$ cat src/verilog/exec_pkg.sv
package exec_pkg;

  localparam logic [7:0] OP_WRITE = 8'h01;
  localparam logic [7:0] OP_ADD   = 8'h02;
  localparam logic [7:0] OP_READ  = 8'h03;
  localparam logic [7:0] OP_SHOW  = 8'h04;

  localparam int NUM_REGS = 4;

  typedef logic [15:0] reg_val_t;
  typedef logic [$clog2(NUM_REGS)-1:0] reg_idx_t;

  typedef enum logic [2:0] {
    KIND_WRITE,
    KIND_ADD,
    KIND_READ,
    KIND_SHOW,
    KIND_BAD
  } cmd_kind_t;

  typedef struct packed {
    cmd_kind_t kind;
    reg_idx_t  dst;
    reg_idx_t  src;      // Only used by add
    reg_val_t  operand;  // Write value or zero-extended immediate
  } decoded_cmd_t;

  typedef struct packed {
    cmd_kind_t kind;
    reg_idx_t  dst;    // Lets the report stage track the shown register
    reg_val_t  value;
    logic      bad;
  } exec_result_t;

endpackage

$ cat src/verilog/host_pkg.sv
package host_pkg;

  typedef logic [7:0] byte_t;

  // Register access view of a command word
  typedef struct packed {
    logic [7:0]  opcode;
    logic [7:0]  addr;
    logic [15:0] value;
  } reg_form_t;

  // Arithmetic view, immediate in the low byte
  typedef struct packed {
    logic [7:0] opcode;
    logic [7:0] dst;
    logic [7:0] src;
    logic [7:0] imm;
  } alu_form_t;

  typedef union packed {
    reg_form_t reg_form;
    alu_form_t alu_form;
  } cmd_word_u;

  typedef logic [15:0] rsp_t;  // Sent high byte first

  localparam logic [1:0] FIFOADR_OUT_EP = 2'b00;  // EP2, host to FPGA
  localparam logic [1:0] FIFOADR_IN_EP  = 2'b10;  // EP6, FPGA to host

  // Active-low segments, bit 7 is the decimal point
  localparam byte_t SEG_TABLE [16] = '{
    8'hC0, 8'hF9, 8'hA4, 8'hB0,
    8'h99, 8'h92, 8'h82, 8'hF8,
    8'h80, 8'h90, 8'h88, 8'h83,
    8'hC6, 8'hA1, 8'h86, 8'h8E
  };

  localparam int SHIFT_DIV = 4;  // sys_clk cycles per 595 shift bit

endpackage

$ cat src/verilog/cmd_decode.sv
module cmd_decode (
  input  logic                   sys_clk,
  input  logic                   sys_rst_n,
  input  host_pkg::cmd_word_u    cmd_word,
  input  logic                   cmd_valid,
  output exec_pkg::decoded_cmd_t dcmd,
  output logic                   dec_valid
);
  import exec_pkg::*;

  decoded_cmd_t dcmd_next;
  logic         reg_ok;
  logic         alu_ok;

  assign reg_ok = cmd_word.reg_form.addr < 8'(NUM_REGS);
  assign alu_ok = (cmd_word.alu_form.dst < 8'(NUM_REGS)) &&
                  (cmd_word.alu_form.src < 8'(NUM_REGS));

  always_comb begin
    dcmd_next      = '0;
    dcmd_next.kind = KIND_BAD;
    dcmd_next.dst  = reg_idx_t'(cmd_word.reg_form.addr);  // Same byte as the add destination
    if (cmd_word.alu_form.opcode == OP_ADD) begin
      dcmd_next.src     = reg_idx_t'(cmd_word.alu_form.src);
      dcmd_next.operand = {8'h00, cmd_word.alu_form.imm};  // Zero-extended immediate
    end else begin
      dcmd_next.operand = cmd_word.reg_form.value;
    end
    case (cmd_word.reg_form.opcode)
      OP_WRITE: if (reg_ok) dcmd_next.kind = KIND_WRITE;
      OP_READ:  if (reg_ok) dcmd_next.kind = KIND_READ;
      OP_SHOW:  if (reg_ok) dcmd_next.kind = KIND_SHOW;
      OP_ADD:   if (alu_ok) dcmd_next.kind = KIND_ADD;
      default:  dcmd_next.kind = KIND_BAD;
    endcase
  end

  always_ff @(posedge sys_clk or negedge sys_rst_n) begin
    if (!sys_rst_n) begin
      dec_valid <= 1'b0;
    end else begin
      dec_valid <= cmd_valid;
    end
  end

  always_ff @(posedge sys_clk) begin
    if (cmd_valid) begin
      dcmd <= dcmd_next;
    end
  end

endmodule

$ cat src/verilog/cmd_execute.sv
module cmd_execute (
  input  logic                   sys_clk,
  input  logic                   sys_rst_n,
  input  exec_pkg::decoded_cmd_t dcmd,
  input  logic                   dec_valid,
  output exec_pkg::exec_result_t result,
  output logic                   res_valid
);
  import exec_pkg::*;

  reg_val_t     regs [NUM_REGS];
  reg_val_t     sum;
  exec_result_t res_next;
  logic         writes_reg;

  assign sum        = regs[dcmd.src] + dcmd.operand;  // Wraps at 16 bits
  assign writes_reg = (dcmd.kind == KIND_WRITE) || (dcmd.kind == KIND_ADD);

  always_comb begin
    res_next      = '0;
    res_next.kind = dcmd.kind;
    res_next.dst  = dcmd.dst;
    res_next.bad  = (dcmd.kind == KIND_BAD);
    case (dcmd.kind)
      KIND_WRITE: res_next.value = dcmd.operand;
      KIND_ADD:   res_next.value = sum;
      KIND_READ,
      KIND_SHOW:  res_next.value = regs[dcmd.dst];
      default:    res_next.value = '0;  // Bad command returns nothing
    endcase
  end

  always_ff @(posedge sys_clk or negedge sys_rst_n) begin
    if (!sys_rst_n) begin
      for (int i = 0; i < NUM_REGS; i++) begin
        regs[i] <= '0;
      end
      res_valid <= 1'b0;
    end else begin
      res_valid <= dec_valid;
      if (dec_valid && writes_reg) begin
        regs[dcmd.dst] <= res_next.value;
      end
    end
  end

  always_ff @(posedge sys_clk) begin
    if (dec_valid) begin
      result <= res_next;
    end
  end

endmodule

$ cat src/verilog/cmd_top.sv
module cmd_top (
  input  logic            sys_clk,
  input  logic            sys_rst_n,
  input  logic            flag_empty_n,
  input  logic            flag_full_n,
  input  host_pkg::byte_t fd_in,
  output host_pkg::byte_t fd_out,
  output logic            fd_oe,   // Board wrapper drives the FD pads from this
  output logic            slrd,
  output logic            slwr,
  output logic            sloe,
  output logic [1:0]      fifoadr,
  output logic            pktend,
  output logic            led,     // Bad command indicator
  output logic            segled_clk,
  output logic            segled_dat,
  output logic            segled_str
);
  import host_pkg::*;
  import exec_pkg::*;

  cmd_word_u    cmd_word;
  logic         cmd_valid;
  decoded_cmd_t dcmd;
  logic         dec_valid;
  exec_result_t result;
  logic         res_valid;
  rsp_t         rsp;
  logic         rsp_valid;
  reg_val_t     show_value;

  fx2_fifo_port fx2_fifo_port_inst (
    .sys_clk      (sys_clk),
    .sys_rst_n    (sys_rst_n),
    .flag_empty_n (flag_empty_n),
    .flag_full_n  (flag_full_n),
    .fd_in        (fd_in),
    .fd_out       (fd_out),
    .fd_oe        (fd_oe),
    .slrd         (slrd),
    .slwr         (slwr),
    .sloe         (sloe),
    .fifoadr      (fifoadr),
    .pktend       (pktend),
    .cmd_word     (cmd_word),
    .cmd_valid    (cmd_valid),
    .rsp          (rsp),
    .rsp_valid    (rsp_valid)
  );

  cmd_decode cmd_decode_inst (
    .sys_clk   (sys_clk),
    .sys_rst_n (sys_rst_n),
    .cmd_word  (cmd_word),
    .cmd_valid (cmd_valid),
    .dcmd      (dcmd),
    .dec_valid (dec_valid)
  );

  cmd_execute cmd_execute_inst (
    .sys_clk   (sys_clk),
    .sys_rst_n (sys_rst_n),
    .dcmd      (dcmd),
    .dec_valid (dec_valid),
    .result    (result),
    .res_valid (res_valid)
  );

  result_report result_report_inst (
    .sys_clk    (sys_clk),
    .sys_rst_n  (sys_rst_n),
    .result     (result),
    .res_valid  (res_valid),
    .rsp        (rsp),
    .rsp_valid  (rsp_valid),
    .show_value (show_value),
    .err        (led)
  );

  hex595_display hex595_display_inst (
    .sys_clk   (sys_clk),
    .sys_rst_n (sys_rst_n),
    .value     (show_value),
    .seg_clk   (segled_clk),
    .seg_dat   (segled_dat),
    .seg_str   (segled_str)
  );

endmodule

$ cat src/verilog/fx2_fifo_port.sv
module fx2_fifo_port (
  input  logic                sys_clk,
  input  logic                sys_rst_n,
  input  logic                flag_empty_n,  // Out endpoint holds data
  input  logic                flag_full_n,   // In endpoint has room
  input  host_pkg::byte_t     fd_in,
  output host_pkg::byte_t     fd_out,
  output logic                fd_oe,
  output logic                slrd,
  output logic                slwr,
  output logic                sloe,
  output logic [1:0]          fifoadr,
  output logic                pktend,
  output host_pkg::cmd_word_u cmd_word,
  output logic                cmd_valid,
  input  host_pkg::rsp_t      rsp,
  input  logic                rsp_valid
);
  import host_pkg::*;

  typedef enum logic [2:0] {
    ST_READ,
    ST_SETTLE,
    ST_WR_HI,
    ST_WR_LO,
    ST_PKTEND
  } port_state_t;

  // Pipeline depth from the last byte to rsp_valid seen here
  localparam int SETTLE_CYCLES = 4;

  port_state_t state;
  logic [1:0]  byte_cnt;
  logic [1:0]  settle_cnt;
  rsp_t        rsp_q;
  logic        take;

  assign slrd    = (state == ST_READ) && flag_empty_n;  // Idle while the out endpoint is empty
  assign sloe    = (state == ST_READ) || (state == ST_SETTLE);
  assign fd_oe   = (state == ST_WR_HI) || (state == ST_WR_LO);
  assign slwr    = fd_oe && flag_full_n;  // Stall while the in endpoint is full
  assign pktend  = (state == ST_PKTEND);
  assign fifoadr = (fd_oe || pktend) ? FIFOADR_IN_EP : FIFOADR_OUT_EP;
  assign fd_out  = (state == ST_WR_HI) ? rsp_q[15:8] : rsp_q[7:0];
  assign take    = slrd && sloe && flag_empty_n;

  always_ff @(posedge sys_clk or negedge sys_rst_n) begin
    if (!sys_rst_n) begin
      state      <= ST_READ;
      byte_cnt   <= '0;
      settle_cnt <= '0;
      cmd_valid  <= 1'b0;
    end else begin
      cmd_valid <= 1'b0;
      case (state)
        ST_READ: begin
          if (take) begin
            byte_cnt <= byte_cnt + 2'd1;  // Wraps back to 0 after the fourth byte
            if (byte_cnt == 2'd3) begin
              cmd_valid  <= 1'b1;
              settle_cnt <= '0;
              state      <= ST_SETTLE;
            end
          end
        end
        ST_SETTLE: begin
          settle_cnt <= settle_cnt + 2'd1;
          if (settle_cnt == 2'(SETTLE_CYCLES - 1)) begin
            state <= rsp_valid ? ST_WR_HI : ST_READ;
          end
        end
        ST_WR_HI: begin
          if (slwr) begin
            state <= ST_WR_LO;
          end
        end
        ST_WR_LO: begin
          if (slwr) begin
            state <= ST_PKTEND;
          end
        end
        ST_PKTEND: state <= ST_READ;  // Commit the short packet
        default:   state <= ST_READ;
      endcase
    end
  end

  always_ff @(posedge sys_clk) begin
    if (take) begin
      cmd_word <= cmd_word_u'({cmd_word[23:0], fd_in});  // Big-endian assembly
    end
    if (state == ST_SETTLE && rsp_valid) begin
      rsp_q <= rsp;
    end
  end

endmodule

$ cat src/verilog/hex595_display.sv
module hex595_display (
  input  logic               sys_clk,
  input  logic               sys_rst_n,
  input  exec_pkg::reg_val_t value,
  output logic               seg_clk,
  output logic               seg_dat,
  output logic               seg_str
);
  import host_pkg::*;

  localparam int DIV_W   = $clog2(SHIFT_DIV);
  localparam int FRAME_W = 16;

  typedef enum logic [1:0] {
    ST_LOAD,
    ST_SHIFT,
    ST_STROBE
  } disp_state_t;

  disp_state_t        state;
  logic [1:0]         digit;
  logic [DIV_W-1:0]   div_cnt;
  logic [3:0]         bit_cnt;
  logic [FRAME_W-1:0] frame;
  logic [3:0]         nibble;
  logic [7:0]         digit_sel;
  logic               bit_done;

  assign nibble    = value[digit*4 +: 4];
  assign digit_sel = 8'd1 << digit;  // One-hot digit select
  assign bit_done  = (div_cnt == DIV_W'(SHIFT_DIV - 1));

  // Clock low in the first half of each bit, data moves on the falling edge
  assign seg_clk = (state == ST_SHIFT) && (div_cnt >= DIV_W'(SHIFT_DIV / 2));
  assign seg_dat = frame[FRAME_W-1];
  assign seg_str = (state == ST_STROBE);

  always_ff @(posedge sys_clk or negedge sys_rst_n) begin
    if (!sys_rst_n) begin
      state   <= ST_LOAD;
      digit   <= '0;
      div_cnt <= '0;
      bit_cnt <= '0;
    end else begin
      case (state)
        ST_LOAD: begin
          div_cnt <= '0;
          bit_cnt <= '0;
          state   <= ST_SHIFT;
        end
        ST_SHIFT: begin
          div_cnt <= div_cnt + 1'b1;
          if (bit_done) begin
            div_cnt <= '0;
            bit_cnt <= bit_cnt + 4'd1;
            if (bit_cnt == 4'(FRAME_W - 1)) begin
              state <= ST_STROBE;
            end
          end
        end
        ST_STROBE: begin
          digit <= digit + 2'd1;  // Next digit, wraps after 3
          state <= ST_LOAD;
        end
        default: state <= ST_LOAD;
      endcase
    end
  end

  always_ff @(posedge sys_clk) begin
    if (state == ST_LOAD) begin
      frame <= {SEG_TABLE[nibble], digit_sel};  // Value sampled per frame
    end else if (state == ST_SHIFT && bit_done) begin
      frame <= frame << 1;
    end
  end

endmodule

$ cat src/verilog/result_report.sv
module result_report (
  input  logic                   sys_clk,
  input  logic                   sys_rst_n,
  input  exec_pkg::exec_result_t result,
  input  logic                   res_valid,
  output host_pkg::rsp_t         rsp,
  output logic                   rsp_valid,
  output exec_pkg::reg_val_t     show_value,
  output logic                   err
);
  import exec_pkg::*;

  reg_idx_t shown_reg;  // Register currently on the display
  logic     is_read;
  logic     is_show;
  logic     hits_shown;

  assign is_read    = res_valid && (result.kind == KIND_READ);
  assign is_show    = res_valid && (result.kind == KIND_SHOW);
  assign hits_shown = res_valid && (result.dst == shown_reg) &&
                      ((result.kind == KIND_WRITE) || (result.kind == KIND_ADD));

  always_ff @(posedge sys_clk or negedge sys_rst_n) begin
    if (!sys_rst_n) begin
      rsp_valid  <= 1'b0;
      shown_reg  <= '0;
      show_value <= '0;
      err        <= 1'b0;
    end else begin
      rsp_valid <= is_read;
      if (is_show) begin
        shown_reg  <= result.dst;
        show_value <= result.value;
      end else if (hits_shown) begin
        show_value <= result.value;  // Keep the digits in step with the register
      end
      if (res_valid) begin
        err <= result.bad;  // Next valid command clears it
      end
    end
  end

  always_ff @(posedge sys_clk) begin
    if (is_read) begin
      rsp <= result.value;
    end
  end

endmodule
$ cat config.mk
export PLATFORM = sky130hd
export DESIGN_NAME = cmd_top
export DESIGN_NICKNAME = d
export VERILOG_FILES = /design/src/verilog/exec_pkg.sv /design/src/verilog/host_pkg.sv /design/src/verilog/cmd_decode.sv /design/src/verilog/cmd_execute.sv /design/src/verilog/cmd_top.sv /design/src/verilog/fx2_fifo_port.sv /design/src/verilog/hex595_display.sv /design/src/verilog/result_report.sv
export SDC_FILE = /design/constraint.sdc
export NUM_CORES = 1
export LEC_CHECK = 0
export BUFFER_PORTS_ARGS = -buffer_cell sky130_fd_sc_hd__buf_2
export CAP_MARGIN = 20
export CELL_PAD_IN_SITES_DETAIL_PLACEMENT = 1
export CELL_PAD_IN_SITES_GLOBAL_PLACEMENT = 1
export CORE_ASPECT_RATIO = 2
export CORE_UTILIZATION = 40
export DETAILED_ROUTE_END_ITERATION = 7
export PLACE_DENSITY = 0.74
export SKIP_CTS_REPAIR_TIMING = 1
export SLEW_MARGIN = 20
export SYNTH_ARGS = -nofsm -noshare
export SYNTH_HDL_FRONTEND = slang
export SYNTH_SLANG_ARGS = --single-unit
export TNS_END_PERCENT = 10
$ cat constraint.sdc
create_clock -name sys_clk -period 5.7 [get_ports sys_clk]
set_clock_uncertainty 0.05 [all_clocks]
set_input_delay 0.285 -clock sys_clk [delete_from_list [all_inputs] [get_ports sys_clk]]
set_output_delay 0.285 -clock sys_clk [all_outputs]
set_load 0.02 [all_outputs]
; After elaboration in Yosys (flattened, before gate mapping)
; Memory sizes are Yosys's and may differ from the RTL's.
; Index checks and enable logic that the tools add are counted.
[totals]
memories = 1
out_inout_bits = 19
in_bits = 12
ramBits = 0
word_cells = 155
latchBits = 0
regBits = 229
rom_bits = 128
[op_classes]
multipliers = 0
n_eq_ne = 29
n_reduce_logical = 33
div = 0
bitwise_logic = 3
add_sub_neg = 6
magnitude_cmp = 7
muxes = 43
shifts = 2
[memory_table]
columns = name, words, word_bits, rd, rd_clocked_by_memory_dff, write_ports, line_no
row1 = (no name shown), 16, 8, 1, 0, 0, hex595_display.sv:72  ; frame <= {SEG_TABLE[nibble], digit_sel};
[ops]
columns = operator, n
row1 = 2-to-1 mux 16 bit, 9
row2 = binary-select mux 16 bit (select 2 bit), 2
row3 = bitwise mux 64 bit, 1
row4 = case mux 16 bit (3 select lines), 1
row5 = demux 16 bit (select 2 bit), 1
row6 = 2-to-1 mux 3 bit, 9
row7 = 2-to-1 mux 8 bit, 3
row8 = case mux 3 bit (4 select lines), 2
row9 = "equality test 3 x 2 -> 1 bit, second input constant", 6
row10 = adder 16 bit, 1
row11 = "equality test 8 x 2 -> 1 bit, second input constant", 2
row12 = "less-than comparator 8 x 3 -> 1 bit, second input constant", 2
row13 = variable part select 16 x 5 -> 4 bit, 1
row14 = logical AND 1 bit, 14
row15 = 2-to-1 mux 2 bit, 7
row16 = case mux 2 bit (2 select lines), 3
row17 = "equality test 3 x 1 -> 1 bit, second input constant", 3
row18 = zero test 3 bit, 3
row19 = "adder 2 x 1 -> 2 bit, second input constant", 4
row20 = "equality test 2 bit, second input constant", 4
row21 = "equality test 8 x 1 -> 1 bit, second input constant", 1
row22 = "equality test 8 x 3 -> 1 bit, second input constant", 1
row23 = "inequality test 2 bit, second input constant", 4
row24 = case mux 4 bit (2 select lines), 1
row25 = other kinds (22), 38

; Longest topological paths before layout
[depth]
depth_word = 7
mapped_depth = 12
ltp_nobuf = 10

; Hierarchy
; A second synthesis with hierarchy kept.
[unflattened]
cells_unflattened = 761
hier_area_um2 = 10979.3
[by_module_without_submodules]
columns = module, seq_area_each_um2, area_per_inst_um2, instances, cells_each
row1 = cmd_execute, 2287.2, 5151.2, 1, 412
row2 = fx2_fifo_port, 1641.6, 2023.2, 1, 95
row3 = hex595_display, 730.7, 1569.0, 1, 135
row4 = result_report, 980.9, 1320.0, 1, 63
row5 = cmd_decode, 715.7, 915.9, 1, 56

; Worst setup path after synthesis
; No wires, ideal clock.
[synth_path]
path_type = register to register
from = register fx2_fifo_port_inst.state[0]
to = register fx2_fifo_port_inst.cmd_word[0] (netlist bit) (enable)
setup_time_ns = 0.513
setup_slack_ns = 1.116
t_arrival_ns = 4.021
path_stages_with_launch = 3
path_cell_list = dfrtp_1 clkbuf_1 nor4b_1
[synth_between]
elab_chain_len = 4
elab_cells_between_ends = 6
cone_classes = eq/ne (1) / reduce/logical (5)
[synth_rtl]
columns = element, line_no
row1 = "start, declared", fx2_fifo_port.sv:32  ; port_state_t state;
row2 = "start signal, assigned", fx2_fifo_port.sv:69  ; state <= rsp_valid ? ST_WR_HI : ST_READ;
row3 = equality test 3 x 1 -> 1 bit or zero test 3 bit (tied branches), "fx2_fifo_port.sv:39, fx2_fifo_port.sv:38"
row4 = logical OR 1 bit or logical AND 1 bit (tied branches), "fx2_fifo_port.sv:39, fx2_fifo_port.sv:38"
row5 = logical AND 1 bit (*) (2 in series), fx2_fifo_port.sv:45  ; assign take = slrd && sloe && flag_empty_n;
row6 = via fx2_fifo_port_inst.take, fx2_fifo_port.sv:36  ; logic take;
row7 = "end signal, assigned", fx2_fifo_port.sv:90  ; cmd_word <= cmd_word_u'({cmd_word[23:0], fd_in});
row8 = "end, declared", fx2_fifo_port.sv:14  ; output host_pkg::cmd_word_u cmd_word,
; Mark *: on every way through the listed nets, which the timed path passes. The rest lies on a longest branch.
; A chain may end at the register's enable or synchronous reset.

==> flow_summary_export.csv <==
group,metric,value,unit
route,post-route-drc-count,0,
timing,timing_max_transition_violations_final,0,
timing,hold_viol,0,
timing,final_min_period_over_clock_period,67.6,%
setup_path,crit_slowest_cell,"edfxtp_1",
min_path,min-delay-start,"flag_full_n",
placed_design,numPlacedInstances,1079,
die,die_h,232,µm
power,seqPwrFrac,50.1,%
timing,worst-slew-pin-transition,1010,ps
timing,max_slew_margin,33.0,%
route,drt_iter0_markers,297,
placed_design,io_buffer_count,29,
logic_synthesis,post_synth_num_cell_types,63,
timing,setup-violations-final,0,
setup_path,critPathBufInv,1,
min_path,holdCritPathClass,"in -> reg",
cts,clk_pin_slew,70,ps
route,drt_first_pass_iters,4,
flow_run,cap_violations,0,
setup_path,critical_path_arrival,4180,ps
cells_and_area,post_layout_nonfiller_instances,1126,
setup_path,reg2reg_slack,1840,ps
logic_synthesis,synth-warning-count,0,
cells_and_area,area_delta_synth_final,12.6,%
cells_and_area,reg.largest.list,"cmd_execute_inst.regs (64), fx2_fifo_port_inst.cmd_word (32), cmd_decode_inst.dcmd (23)",
global_route,number_of_global_route_vias_before_repair,6831,
setup_path,regToRegStartpoint,"cmd_decode_inst.dcmd[16]",
global_route,wire_length_of_the_first_global_routing_pass,37800,µm
cells_and_area,mostFrequentLayoutCell,"edfxtp_1",
global_route,maximum_number_of_pins_on_one_net_before_global_route_repair,73,
logic_synthesis,post_synth_and_or_nand_nor_area_fraction,7.85,%
cells_and_area,most-common-layout-cells,"edfxtp_1 (125), dfrtp_1 (104), mux2_2 (83)",
logic_synthesis,synthesis.area_per_instance,14.6,µm²
cts,clock_insertion_delay_at_the_later_pin_of_the_skew_report,510,ps
die,initial_standard_cell_utilization_of_the_core,41.0,%
power,power.share.clock,32.5,%
setup_path,crit_top_cell,"o21ai_2",
status,run_status,"finished clean",
die,fp.dieW,117,µm
logic_synthesis,synth_flop_cell,"edfxtp_1",
cts,tritoncts,"done",
cts,cts_inserted_buffers,21,
route,routed_wl,23800,µm
setup_path,cp_top_family,"compound AO/OA/AOI/OAI gates",
logic_synthesis,synth-async-reset-ratio,45.4,%
power,p_sw_share,27.6,%
logic_synthesis,compound_cell_area_share_of_the_yosys_netlist,6.99,%
setup_path,kind_of_end_point_of_the_critical_path,"register",
timing,fmaxAchievable,259,MHz
logic_synthesis,area_of_the_mapped_netlist,10600,µm²
global_route,antenna_found_initial,0,
setup_path,critical_path.max_fanout,11,
logic_synthesis,synth_enable_flop_cells,125,
setup_path,critical_path_max_stage_delay,570,ps
cts,h-tree-depth,1,
cells_and_area,number_of_flip_flops_in_the_largest_register,64,
setup_path,worstPathCellList,"buf_4 -> mux4_2 -> ha_1 -> fa_1 -> a21oi_1 -> o21ai_2 -> a31oi_4 -> o21ai_2 -> xnor2_1 -> o21ai_0 -> nor2b_1",
setup_path,worst_r2r_path_depth,11,
power,p_per_area,360,nW/µm²
timing,setup_total_neg_slack,0,ps
timing,grt_setup_unrepaired,"no",
power,intPower,0.00311,W
cells_and_area,nNetsFinal,813,
timing,period_needed,3860,ps
min_path,min_delay_path_depth,2,
power,power_leakage,4.76,nW
die,core-area,25900,µm²
route,ant_nets,0,
cells_and_area,top_register,"cmd_execute_inst.regs",
cells_and_area,drive_above_1_share,27.7,%
logic_synthesis,synthMuxAreaShare,18.2,%
setup_path,crit_path_start_kind,"register",
die,num_io_pins,31,
logic_synthesis,yosys.area_share.xor_xnor,1.49,%
placed_design,routabilityCongestion,0.854,
setup_path,regToRegEndpoint,"cmd_execute_inst.result[11]",
route,wl_per_cell,21.1,µm
die,dieArea,27200,µm²
cts,clockRootBuffer,"clkbuf_16",
logic_synthesis,fraction_of_the_mapped_netlist_area_in_adder_cells,3.61,%
logic_synthesis,syn_inst_count,727,
cells_and_area,diodes,0,
power,vdd_ir_drop_max,305,µV
cts,cts-root-to-sink-buffers,3,
setup_path,criticalPathCategory,"reg -> reg",
route,route.vias.total,6143,
logic_synthesis,postSynthRegisterBits,229,
placed_design,post-dp-hpwl,17500,µm
setup_path,crit_required,6020,ps
cts,tritoncts_num_sinks,229,
logic_synthesis,largest_family_of_logic_cells_by_synthesized_area,"multiplexers",
logic_synthesis,seq_area_frac_synth,60.0,%
global_route,grt_overflow,0,
die,placementRows,83,
route,vias_per_cell,5.46,
power,comb_power_share,17.3,%
global_route,track_usage,18.8,%
min_path,hold_path_end,"fx2_fifo_port_inst.state[2]",
logic_synthesis,post_synth_net_total,769,
power,switchingPower,0.00119,W
==> worst reg2reg max path, stage by stage (launching register included) <==
cell      delay (ps)
edfxtp_1         570
buf_4            360
mux4_2           540
ha_1             240
fa_1             420
a21oi_1          280
o21ai_2          140
a31oi_4          220
o21ai_2          110
xnor2_1          150
o21ai_0          440
nor2b_1          210
==> cell families after synthesis <==
logic type                 count (synthesis)
DFF                                      229
and+or+nand+nor                          160
muxes                                    135
AOI/OAI and AO/OA                        108
buffers and inverters                     46
adders and majority gates                 30
xor gates and xnor gates                  18
other                                      1
==> worst max path at each step <==
stage,slack [ps],end,cells past startpoint,from
after global routing,1550,cmd_execute_inst.result[11],11,cmd_decode_inst.dcmd[16]
after global placement,1920,cmd_execute_inst.regs[22],11,cmd_decode_inst.dcmd[16]
after CTS,1800,cmd_execute_inst.result[11],11,cmd_decode_inst.dcmd[16]
final,1840,cmd_execute_inst.result[11],11,cmd_decode_inst.dcmd[16]
after detailed placement,1810,cmd_execute_inst.result[11],11,cmd_decode_inst.dcmd[16]
after floorplan,1120,fx2_fifo_port_inst.cmd_word[0],2,fx2_fifo_port_inst.state[0]
==> synth_stat cells, types with 8 or more instances <==
| cell type | n | area share [%] |
|---|---|---|
| ha_1 | 29 | 3.4 |
| xor2_1 | 11 | 0.91 |
| nand2b_1 | 8 | 0.47 |
| nand2_1 | 45 | 1.6 |
| mux2_2 | 83 | 8.8 |
| nor2b_1 | 28 | 1.7 |
| a21oi_1 | 30 | 1.4 |
| mux4_2 | 37 | 7.9 |
| nor2_1 | 30 | 1.1 |
| nor3_1 | 10 | 0.47 |
| edfxtp_1 | 125 | 35 |
| a211oi_1 | 8 | 0.57 |
| mux2i_1 | 14 | 1.3 |
| o21ai_0 | 21 | 0.99 |
| a22oi_1 | 9 | 0.64 |
| buf_2 | 13 | 0.61 |
| dfrtp_1 | 104 | 25 |
| clkbuf_1 | 17 | 0.60 |
| inv_1 | 13 | 0.46 |
==> per-layer routing <==
| layer | wire length, µm | track usage (%) | vias up |
|---|---|---|---|
| li1 | - | - | 2824 |
| met3 | 447 | 1.83 | 52 |
| met5 | 0 | 0 | - |
| met2 | 14200 | 37.4 | 81 |
| met4 | 1000 | 9.26 | 0 |
| met1 | 8120 | 18.6 | 3186 |
==> power by group through the flow <==
stage / clock network (W) / registers [W] / logic (W)
global route: 0.00149 / 0.00219 / 0.000815
finish: 0.00140 / 0.00216 / 0.000745
global placement: 0 / 0.00218 / 0.000716
detailed placement: 0 / 0.00219 / 0.000742
floorplan: 0 / 0.00213 / 0.000544
CTS: 0.00144 / 0.00216 / 0.000748
==> through the flow <==
| stage | setup WS (ps) | total power (W) | utilization [%] | cell area [µm²] | hold slack, ps |
|---|---|---|---|---|---|
| 4_1_cts | 1800 | 0.00435 | 45.8 | 11800 | -342 |
| 3_5_place_dp | 1810 | 0.00294 | 43.1 | 11200 | 207 |
| 3_3_place_gp | 1920 | 0.00289 | 43.1 | 11200 | 207 |
| 5_1_grt | 1550 | 0.00450 | 46.1 | 11900 | 10.3 |
| 2_1_floorplan | 1120 | 0.00267 | - | 10600 | -60.6 |
| 6_report | 1840 | 0.00430 | 46.1 | 11900 | 14.3 |
==> cell type report <==
| cell class | instances | area [µm²] |
|---|---|---|
| multi-input combinational | 452 | 4060 |
| fill | 2593 | 13900 |
| tap | 340 | 425 |
| sequential | 229 | 6360 |
| timing repair buffer | 54 | 358 |
| clock inverter | 9 | 87.6 |
| clock buffer | 29 | 596 |
| inverter | 13 | 48.8 |
(Power assumes the default switching activity.)
